==> config.mk <==
export PLATFORM = sky130hd
export DESIGN_NAME = wordMemory
export DESIGN_NICKNAME = d
export VERILOG_FILES = /design/src/source/cpuPkg.sv /design/src/source/wordMemory.sv
export VERILOG_INCLUDE_DIRS = /design/src /design/src/include
export SDC_FILE = /design/constraint.sdc
export NUM_CORES = 2
export LEC_CHECK = 0
export BUFFER_PORTS_ARGS = -buffer_cell sky130_fd_sc_hd__buf_2
export CAP_MARGIN = 20
export CORE_ASPECT_RATIO = 1.25
export CORE_MARGIN = 2
export CORE_UTILIZATION = 44
export CTS_CLUSTER_DIAMETER = 60
export CTS_CLUSTER_SIZE = 28
export DETAILED_ROUTE_END_ITERATION = 8
export PLACE_DENSITY_LB_ADDON = 0.1
export RECOVER_POWER = 50
export SYNTH_ARGS = -nofsm -noshare
export SYNTH_HDL_FRONTEND = slang
export SYNTH_SLANG_ARGS = --single-unit
==> constraint.sdc <==
create_clock -name clk -period 5.35 [get_ports clk]
set_input_delay 1.07 -clock clk [delete_from_list [all_inputs] [get_ports clk]]
set_output_delay 1.07 -clock clk [all_outputs]
set_load 0.01 [all_outputs]
==> src/include/cpu_cfg.svh <==
// build-time sizes for the RV64 multicycle core
// data width, register count and memory depths
`ifndef CPU_CFG_SVH
`define CPU_CFG_SVH

// data and address width
`define XLEN       64
`define REG_COUNT  32
// instruction memory in 32-bit words
`define IMEM_WORDS 64
// data memory in 64-bit words
`define DMEM_WORDS 32

`endif

==> src/source/cpuPkg.sv <==
// shared types for the multicycle core
// vector types, control flag bundle and FSM states
// opcode, ALU operation and source select constants
`include "cpu_cfg.svh"

package cpuPkg;
    typedef logic [`XLEN-1:0] word_t;
    typedef logic [31:0]      instr_t;
    typedef logic [4:0]       regAddr_t;
    typedef logic [2:0]       aluOp_t;

    localparam aluOp_t aluAdd   = 3'd0;
    localparam aluOp_t aluSub   = 3'd1;
    localparam aluOp_t aluAnd   = 3'd2;
    localparam aluOp_t aluOr    = 3'd3;
    localparam aluOp_t aluXor   = 3'd4;
    localparam aluOp_t aluPassB = 3'd5;

    // operand and PC source selects
    localparam logic       srcAPc        = 1'b0;
    localparam logic       srcARegA      = 1'b1;
    localparam logic [1:0] srcBRegB      = 2'd0;
    localparam logic [1:0] srcBFour      = 2'd1;
    localparam logic [1:0] srcBImm       = 2'd2;
    localparam logic [1:0] srcBBranchImm = 2'd3;
    localparam logic       pcAluResult   = 1'b0;
    localparam logic       pcAluOut      = 1'b1;

    localparam logic [6:0] opLoad   = 7'b0000011;
    localparam logic [6:0] opStore  = 7'b0100011;
    localparam logic [6:0] opImm    = 7'b0010011;
    localparam logic [6:0] opReg    = 7'b0110011;
    localparam logic [6:0] opLui    = 7'b0110111;
    localparam logic [6:0] opBranch = 7'b1100011;

    typedef struct packed {
        logic       pcWrite;
        logic       pcWriteCond;
        logic       pcSource;
        logic       aluSrcA;
        logic [1:0] aluSrcB;
        aluOp_t     aluOp;
        logic       loadAluOut;
        logic       regWrite;
        logic       loadRegA;
        logic       loadRegB;
        logic       memToReg;
        logic       dMemWrite;
        logic       loadMdr;
        logic       irWrite;
    } ctrlFlags_t;

    typedef enum logic [3:0] {
        stFetch,
        stDecode,
        stMemAddr,
        stExecR,
        stExecI,
        stExecU,
        stBranch,
        stMemLoad,
        stMemStore,
        stWriteBack,
        stAluComplete
    } cpuState_t;
endpackage

==> src/source/wordMemory.sv <==
// word-addressed memory
// byte address in, low bits dropped to index words
// combinational read, clocked write
`timescale 1ns/1ps

module wordMemory #(
    parameter int dataWidth = 32,
    parameter int depth     = 64
) (
    input  logic                 clk,
    input  logic                 we,
    input  cpuPkg::word_t        addr,
    input  logic [dataWidth-1:0] wData,
    output logic [dataWidth-1:0] rData
);
    localparam int offsetBits = $clog2(dataWidth / 8);
    localparam int indexBits  = $clog2(depth);

    logic [dataWidth-1:0] mem [depth];
    logic [indexBits-1:0] index;

    // upper bits wrap around the array
    assign index = addr[offsetBits +: indexBits];

    always_ff @(posedge clk) begin
        if (we) begin
            mem[index] <= wData;
        end
    end

    assign rData = mem[index];
endmodule

==> impl_results.md <==
- Status: finished with violations
- TritonCTS buffer count: 136
- Slew Limit Fails: 2027
- HPWL Detailed: 132900 um
- CTS Buffer Depth: 3
- Synthesized area per cell: 18.61 um2
- Mapped cell area: 78290 um2
- Initial antenna violation count: 14
- Drt initial violations: 4171
- Arr. time, crit path: 4270 ps
- Area share of the largest cell type after synthesis: 78.56%
- Clk sinks: 2048
- WL/cell: 32.36 um
- Hold Violations, Final: 0
- Worst Setup End Kind: output port
- Row count: 173
- Total gr overflow: 0
- GRT Total Usage: 24.68%
- Hold Path Stages: 1
- Number of H-tree levels: 4
- Die ar.: 181300 um2
- Area growth syn-to-layout: 13.54%
- Number of nets still failing antenna checks after routing: 0
- Worst slew pin tran: 3579 ps
- Via density: 6.047
- Distinct cell type count after synthesis: 55
- Final wirelength: 224600 um
- Worst hold slack: 684.1 ps
- Port Buf Inserts: 71
- Fmax: 187.3 MHz
- CTS root buf: clkbuf_16
- NumNets Final: 4573
- CP max FO: 12
- RSZ-0062 raised after global routing: no
- Largest area contributor in the netlist: edfxtp_1
- YS warnings: 0
- Max FFs per register: 2048
- Post-synth EDFFs: 2048
- Largest regs: mem (2048)
- Proportion of layout cells with a drive suffix above 1: 20.66%
- Slew margin rel.: -138.6%
- Core Box Area: 177300 um2
- CP Data Required Time: 4280 ps
- Sequential share of the synthesized area: 78.56%
- Top reg by flops: mem
- Via count: 41970
- Drt first pass iters: 6
- Placed Cells: 6697
- Peak supply drop: 0.0002522 V
- Crit Path Category: in -> out
- HP Class: in -> reg
- FF+latch count, synth: 2048
- First-pass GRT wire length: 317300 um
- Max cap viols: 32
- Vias in the first global route: 41880
- Placer Congestion: 0.8330
- Fin crit share: 99.81%
- Die Height: 475.6 um
- Non-filler cells in the finished layout: 6940
- Main flop type after synthesis: edfxtp_1
- P_leak: 28.38 nW
- Power density cells: 348.0 nW/um2
- Gate Count Post-Synth: 4207
- Post-Syn Nets: 4305
- Post-synthesis async set-or-reset flop share: 0%
- Hold Crit Start: wData[31]
- CTS tree: built
- Hold Crit Endpoint: mem[22][31]$_DFFE_PP_
- Reg clk slew, reported paths: 90 ps
- I/O Pins: 130
- Failing checks: capacitance limit, slew limit
- Setup_tns: 0 ps
- Initial Util: 44.16%
- Tmin final: 5340 ps
- Final setup vio count: 0
- Worst setup SP type: input port
- Top cells by area, synth: edfxtp_1 (79%), mux2i_1 (3.3%), mux4_2 (2.8%)
- # DRC: 0
- Largest net degree at the start of global routing: 65
- Die W: 381.3 um
[per-layer routing]
| metal | wire (um) | vias up | GRT usage (%) |
|---|---|---|---|
| met2 | 113700 | 1352 | 42.39 |
| met3 | 12780 | 299 | 3.601 |
| met4 | 7295 | 16 | 7.604 |
| met5 | 104 | - | 0 |
| li1 | - | 18040 | - |
| met1 | 90760 | 22260 | 32.53 |
[worst max-delay path by stage]
stage / startpoint / endpoint / slack [ps]
CTS: addr[4] / rData[14] / 30
global placement: addr[2] / rData[20] / -330
finish: addr[5] / rData[20] / 10
detailed placement: addr[4] / rData[10] / -230
global route: addr[4] / rData[0] / 5
floorplan: addr[4] / rData[29] / 1000
[layout make-up]
cell class                 instances  area, um2
antenna                            3      7.507
clock buffer                     148       3555
inverter                           2      15.01
timing repair buffer             428       3787
fill                           14630      88390
multi-input combinational       1859      16060
sequential                      2048      61500
tap                             2362       2955
clock inverter                    90       1012
[synth_stat cells, types with 2 or more instances]
cell type	instances
a2111oi_0	15
buf_12	3
nand4_1	3
clkbuf_1	168
nor4_1	14
buf_6	2
o21ai_0	84
a21oi_1	121
nor2b_1	8
o2bb2ai_1	15
buf_1	33
a211oi_1	17
nand3_1	54
a221o_1	15
nand2b_1	18
o221ai_1	6
nor3_1	22
nor2_1	145
or3_1	4
buf_4	8
a221oi_1	175
a31oi_1	43
mux2_2	147
or4_1	15
nand3b_1	2
a222oi_1	16
o22ai_1	93
buf_2	83
mux2i_1	259
mux4_2	96
and3b_1	2
or4b_1	14
and2_1	5
and3_1	85
nand2_1	28
edfxtp_1	2048
a22o_1	66
o311ai_0	2
a22oi_1	188
o22a_1	70
[metrics by stage]
stage | total power, mW | utilization [%] | cell area [um2] | setup slack (ps)
2_1_floorplan | 19.02 | - | 78290 | 995.2
3_3_place_gp | 20.06 | 47.62 | 84420 | -333.9
3_5_place_dp | 20.08 | 47.62 | 84430 | -229.2
4_1_cts | 31.17 | 50.21 | 89000 | 30.10
5_1_grt | 31.82 | 50.14 | 88880 | 4.952
6_report | 30.94 | 50.14 | 88890 | 10.42
[cells by family after synthesis]
group           after synthesis  share of synthesized area (%)
flops                      2048                          78.56
compound gates              933                          8.733
mux                         502                          8.188
simple gates                424                          2.829
buf+inv                     300                          1.696
[worst max-delay path: stages]
cell       delay, ps
buf_2            230
nor2b_1          710
nand2b_2         470
buf_4            360
buf_4            190
a31oi_1          420
a2111oi_0        130
buf_1            210
buf_4            160
nand3_1          140
buf_2            160
[cells in the final DEF (no fill, tap or decap), types with 85 or more instances in the layout]
cell,instances
edfxtp_1,2048
buf_4,252
mux4_2,96
o22ai_1,93
clkbuf_16,141
a22oi_1,188
and3_1,85
mux2_2,147
mux2i_1,259
a221oi_1,175
a21oi_1,121
[timing repair]
item                       4_1_cts  5_1_grt
setup endpoints to repair        3        2
pin swaps                        0        0
cloned                           0        0
resized for setup                4        2
buffers inserted                 0        0
hold buffers                     0        0
[where the power goes]
group          switching (mW)  internal [mW]  total, mW  leakage [nW]
registers              0.0223           17.8       17.8          18.4
logic                    1.29          0.629       1.92          7.74
clock network            5.76           5.46       11.2          2.22
(Power assumes the default switching activity.)
