[src/include/cpu_cfg.svh]
// build-time sizes for the RV64 multicycle core
// data width, register count and memory depths
`ifndef CPU_CFG_SVH
`define CPU_CFG_SVH

// data and address width
`define XLEN       64
`define REG_COUNT  32
// instruction memory in 32-bit words
`define IMEM_WORDS 64
// data memory in 64-bit words
`define DMEM_WORDS 32

`endif

[src/source/cpuPkg.sv]
// shared types for the multicycle core
// vector types, control flag bundle and FSM states
// opcode, ALU operation and source select constants
`include "cpu_cfg.svh"

package cpuPkg;
    typedef logic [`XLEN-1:0] word_t;
    typedef logic [31:0]      instr_t;
    typedef logic [4:0]       regAddr_t;
    typedef logic [2:0]       aluOp_t;

    localparam aluOp_t aluAdd   = 3'd0;
    localparam aluOp_t aluSub   = 3'd1;
    localparam aluOp_t aluAnd   = 3'd2;
    localparam aluOp_t aluOr    = 3'd3;
    localparam aluOp_t aluXor   = 3'd4;
    localparam aluOp_t aluPassB = 3'd5;

    // operand and PC source selects
    localparam logic       srcAPc        = 1'b0;
    localparam logic       srcARegA      = 1'b1;
    localparam logic [1:0] srcBRegB      = 2'd0;
    localparam logic [1:0] srcBFour      = 2'd1;
    localparam logic [1:0] srcBImm       = 2'd2;
    localparam logic [1:0] srcBBranchImm = 2'd3;
    localparam logic       pcAluResult   = 1'b0;
    localparam logic       pcAluOut      = 1'b1;

    localparam logic [6:0] opLoad   = 7'b0000011;
    localparam logic [6:0] opStore  = 7'b0100011;
    localparam logic [6:0] opImm    = 7'b0010011;
    localparam logic [6:0] opReg    = 7'b0110011;
    localparam logic [6:0] opLui    = 7'b0110111;
    localparam logic [6:0] opBranch = 7'b1100011;

    typedef struct packed {
        logic       pcWrite;
        logic       pcWriteCond;
        logic       pcSource;
        logic       aluSrcA;
        logic [1:0] aluSrcB;
        aluOp_t     aluOp;
        logic       loadAluOut;
        logic       regWrite;
        logic       loadRegA;
        logic       loadRegB;
        logic       memToReg;
        logic       dMemWrite;
        logic       loadMdr;
        logic       irWrite;
    } ctrlFlags_t;

    typedef enum logic [3:0] {
        stFetch,
        stDecode,
        stMemAddr,
        stExecR,
        stExecI,
        stExecU,
        stBranch,
        stMemLoad,
        stMemStore,
        stWriteBack,
        stAluComplete
    } cpuState_t;
endpackage

[src/source/controlUnit.sv]
// control unit of the multicycle core
// FSM over the instruction phases, decodes the
// instruction register and drives the control flags
`timescale 1ns/1ps

module controlUnit (
    input  logic               clk,
    input  logic               rstN,
    input  cpuPkg::instr_t     instr,
    input  logic               zero,
    output cpuPkg::ctrlFlags_t ctrl
);
    import cpuPkg::*;

    cpuState_t  state;
    cpuState_t  nextState;
    logic [6:0] opcode;
    logic [2:0] funct3;
    logic       funct7b5;
    aluOp_t     fieldOp;

    assign opcode   = instr[6:0];
    assign funct3   = instr[14:12];
    assign funct7b5 = instr[30];

    // ALU operation of R and I instructions
    always_comb begin
        case (funct3)
            3'b000:  fieldOp = (opcode == opReg && funct7b5) ? aluSub : aluAdd;
            3'b100:  fieldOp = aluXor;
            3'b110:  fieldOp = aluOr;
            3'b111:  fieldOp = aluAnd;
            default: fieldOp = aluAdd;
        endcase
    end

    always_ff @(posedge clk or negedge rstN) begin
        if (!rstN) begin
            state <= stFetch;
        end else begin
            state <= nextState;
        end
    end

    always_comb begin
        // everything off unless the state asks for it
        ctrl      = '0;
        nextState = stFetch;
        case (state)
            stFetch: begin
                ctrl.irWrite  = 1'b1;
                ctrl.pcWrite  = 1'b1;
                ctrl.pcSource = pcAluResult;
                ctrl.aluSrcA  = srcAPc;
                ctrl.aluSrcB  = srcBFour;
                ctrl.aluOp    = aluAdd;
                nextState     = stDecode;
            end
            stDecode: begin
                // branch target goes into the ALU output register
                ctrl.loadRegA   = 1'b1;
                ctrl.loadRegB   = 1'b1;
                ctrl.loadAluOut = 1'b1;
                ctrl.aluSrcA    = srcAPc;
                ctrl.aluSrcB    = srcBBranchImm;
                ctrl.aluOp      = aluAdd;
                case (opcode)
                    opLoad:   nextState = stMemAddr;
                    opStore:  nextState = stMemAddr;
                    opImm:    nextState = stExecI;
                    opReg:    nextState = stExecR;
                    opLui:    nextState = stExecU;
                    opBranch: nextState = stBranch;
                    default:  nextState = stFetch;
                endcase
            end
            stMemAddr: begin
                ctrl.loadAluOut = 1'b1;
                ctrl.aluSrcA    = srcARegA;
                ctrl.aluSrcB    = srcBImm;
                ctrl.aluOp      = aluAdd;
                case (opcode)
                    opStore: nextState = stMemStore;
                    default: nextState = stMemLoad;
                endcase
            end
            stExecR: begin
                ctrl.loadAluOut = 1'b1;
                ctrl.aluSrcA    = srcARegA;
                ctrl.aluSrcB    = srcBRegB;
                ctrl.aluOp      = fieldOp;
                nextState       = stAluComplete;
            end
            stExecI: begin
                ctrl.loadAluOut = 1'b1;
                ctrl.aluSrcA    = srcARegA;
                ctrl.aluSrcB    = srcBImm;
                ctrl.aluOp      = fieldOp;
                nextState       = stAluComplete;
            end
            stExecU: begin
                ctrl.loadAluOut = 1'b1;
                ctrl.aluSrcB    = srcBImm;
                ctrl.aluOp      = aluPassB;
                nextState       = stAluComplete;
            end
            stBranch: begin
                // datapath takes the target only on a zero compare
                ctrl.pcWriteCond = 1'b1;
                ctrl.pcSource    = pcAluOut;
                ctrl.aluSrcA     = srcARegA;
                ctrl.aluSrcB     = srcBRegB;
                ctrl.aluOp       = aluSub;
                nextState        = stFetch;
            end
            stMemLoad: begin
                ctrl.loadMdr = 1'b1;
                nextState    = stWriteBack;
            end
            stMemStore: begin
                ctrl.dMemWrite = 1'b1;
                nextState      = stFetch;
            end
            stWriteBack: begin
                ctrl.regWrite = 1'b1;
                ctrl.memToReg = 1'b1;
                nextState     = stFetch;
            end
            stAluComplete: begin
                ctrl.regWrite = 1'b1;
                nextState     = stFetch;
            end
            default: begin
                nextState = stFetch;
            end
        endcase
    end
endmodule

[config.mk]
export PLATFORM = sky130hd
export DESIGN_NAME = controlUnit
export DESIGN_NICKNAME = d
export VERILOG_FILES = /design/src/source/cpuPkg.sv /design/src/source/controlUnit.sv
export VERILOG_INCLUDE_DIRS = /design/src /design/src/include
export SDC_FILE = /design/constraint.sdc
export NUM_CORES = 1
export LEC_CHECK = 0
export BUFFER_PORTS_ARGS = -buffer_cell sky130_fd_sc_hd__buf_2
export CORE_MARGIN = 8
export CORE_UTILIZATION = 30
export CTS_BUF_LIST = sky130_fd_sc_hd__clkbuf_16
export CTS_CLUSTER_SIZE = 28
export DETAILED_ROUTE_END_ITERATION = 6
export PLACE_DENSITY = 0.79
export SLEW_MARGIN = 10
export SYNTH_ARGS = -nofsm -noshare
export SYNTH_HDL_FRONTEND = slang
export SYNTH_SLANG_ARGS = --single-unit
[constraint.sdc]
create_clock -name clk -period 3.1 [get_ports clk]
set_clock_uncertainty 0.2 [all_clocks]
set_input_delay 0.465 -clock clk [delete_from_list [all_inputs] [get_ports clk]]
set_output_delay 0.465 -clock clk [all_outputs]
set_load 0.02 [all_outputs]
==> qor.yml <==
global_routing:
  use_met2: 0.149
  grt_antenna_before_repair: 0
  grt_pass1_vias: 581
  grt_max_degree: 17
  top_usage_layer: "met2"
  met3_usage: 0.0310
  grt_pass1_wl_mm: 2.48
  overflow: 0
  grt_util_all_layers: 0.0928
  use_met1: 0.0974
final_layout:
  nets: 133
  diodes: 0
  drive_gt1_frac: 0.375
  largest-register: "state"
  area_growth_pct: 41.5
  final_common_cell: "buf_2"
  final_cells: 113
  fill_cells: 183
  fin_util: 0.434
  largest_reg_flops: 4
  finalInstanceArea_um2: 717
  top_regs: "state x4"
  register_area_um2: 100
  multi_input_area_um2: 354
  layout_common_cells: "buf_2 (29), nand2_1 (7), nor2_1 (6), nor3_1 (6), nand2b_1 (5)"
route:
  drtPass1Iterations: 4
  drc: 0
  ant_nets: 0
  routed_wl_mm: 1.47
  drt_iter0_drc: 4
  vias: 608
  via_per_inst: 5.38
  avgRoutedWirePerCell_um: 13.0
critical_path:
  crit_fanout: 4
  worstPathArrival_ns: 1.61
  cp-end-kind: "output pin"
  worstPathCellList: "buf_2 > nand4bb_4 > o41ai_2 > o211ai_1 > a21oi_1 > buf_2"
  cp-start-kind: "primary input"
  slowest_delay_ns: 0.34
  worst_path_most_repeated_cell: "buf_2"
  cp_top_family: "compound AO/OA/AOI/OAI gates"
  crit_buf_inv: 2
  cpMaxStageDelayCell: "o41ai_2"
  crit_type: "in2out"
  required_ns: 2.43
synth:
  syn_avg_cell_area_um2: 7.24
  yosysWarningCount: 0
  netlist_instances: 70
  synthTopCellsByArea: "dfrtp_1 (20%), nand2b_1 (6.2%), nor3_1 (5.9%)"
  yosysUniqueCellTypes: 27
  syn_nets: 105
  seq_area_frac_synth: 0.198
  synth_area_leader_cell: "dfrtp_1"
  syn-cell-area_um2: 507
  yosys_register_bits: 4
  yosysTopAreaCellShare: 0.198
floorplanning:
  die_width_um: 57.1
  rows: 15
  start_util: 0.307
  io_pins: 52
  die_area_um2: 3260
  core-area_um2: 1650
  die_h_um: 57.1
sta:
  relSlewSlack: 0.705
  hold_viol_final: 0
  setup_tns_ns: 0
  tightest_slew_ns: 0.436
  finalCriticalPeriod_ns: 2.28
  final_max_slew_viol_count: 0
  min_period_over_period: 0.734
  fmax_mhz: 439
  rsz0062_at_grt: "false"
  setup_viol: 0
placement:
  placed_area_um2: 632
  gp_congestion: 0.775
  post-dp-hpwl_mm: 1.16
  dpl.cell_count: 109
  io_buffers: 29
clocking:
  cts_root_buf: "clkbuf_16"
  clock_latency_ns: 0.23
  cts_max_level: 1
  clkSinkCount: 4
  cts_tree: "built"
  path_clk_slew_ns: 0.03
  cts_resized: 0
  cts_buffer_depth: 2
  numCtsBuffers: 3
job:
  drv_cap: 0
outcome:
  status: "completed"
pwr:
  vdd_drop_max_uv: 499
  power_uw: 747
  p_leak_nw: 0.335
  power.density_nw_per_um2: 1040
min_path:
  hp-class: "in2reg"
[power breakdown]
| group | internal, mW | leakage (nW) | switching (mW) |
|---|---|---|---|
| sequential | 0.0729 | 0.0519 | 0.0718 |
| combinational | 0.149 | 0.246 | 0.252 |
| clock | 0.165 | 0.0370 | 0.0372 |
| total | 0.386 | 0.335 | 0.361 |
[what timing repair did]
item	4_1_cts	5_1_grt
setup buffers	0	0
hold buffers	1	0
endpoints found under the hold margin	4	0
[final cells by class]
class                   count  area share
well taps                  17      0.0297
inverters                   3      0.0157
repair buffers             30       0.216
clock buffers               3       0.105
multi-input cells          56       0.494
flip-flops and latches      4       0.140
[worst min-delay path, delay by kind of cell]
| kind | cells | cell delay, ns |
|---|---|---|
| AND/OR/NAND/NOR | 1 | 0.04 |
| AO/OA/AOI/OAI | 2 | 0.13 |
| buffers and inverters | 1 | 0.09 |
[logic make-up after synthesis]
logic type             share of synthesized area
and+or+nand+nor                            0.415
AOI/OAI and AO/OA                          0.284
buffers and inverters                      0.104
DFF                                        0.198
[through the flow]
step / setup slack (ns) / hold slack [ns]
floorplan: 0.729 / -0.0306
global placement: 0.819 / 0.0686
detailed placement: 0.804 / 0.0722
CTS: 0.798 / 0.344
global route: 0.615 / 0.381
finish: 0.825 / 0.341
[synthesized netlist by cell type (all sizes together)]
cell	number
nand2b	5
nor2	6
a211oi	2
o21ba	1
inv	3
nand3b	1
o22ai	1
o21a	1
buf	6
o21bai	1
o311ai	1
o21ai	6
nor3b	2
clkbuf	1
nor2b	3
dfrtp	4
o211ai	3
nor4	2
o41ai	1
nor3	7
nand4b	1
nand2	7
a21oi	4
nand4bb	1
[path summary, 6_finish.rpt]
| kind | slack, ns | cells after the start | to | startpoint |
|---|---|---|---|---|
| min in group asynchronous | 0.37 | 2 | state[3] | rstN |
| hold reg to reg | 0.54 | 1 | state[3] | state[3] |
| hold / removal | 0.34 | 4 | state[2] | instr[2] |
| setup / recovery | 0.82 | 6 | ctrl[8] | instr[2] |
| max in group asynchronous | 2.21 | 2 | state[1] | rstN |
| setup reg to reg | 1.46 | 4 | state[0] | state[1] |
[metal layers]
| layer | routed length [um] | up-vias |
|---|---|---|
| met1 | 615 | 275 |
| met2 | 725 | 25 |
| li1 | - | 306 |
| met5 | 0 | - |
| met4 | 25 | 0 |
| met3 | 105 | 2 |
Note: power is estimated with default switching activity, not from simulation.
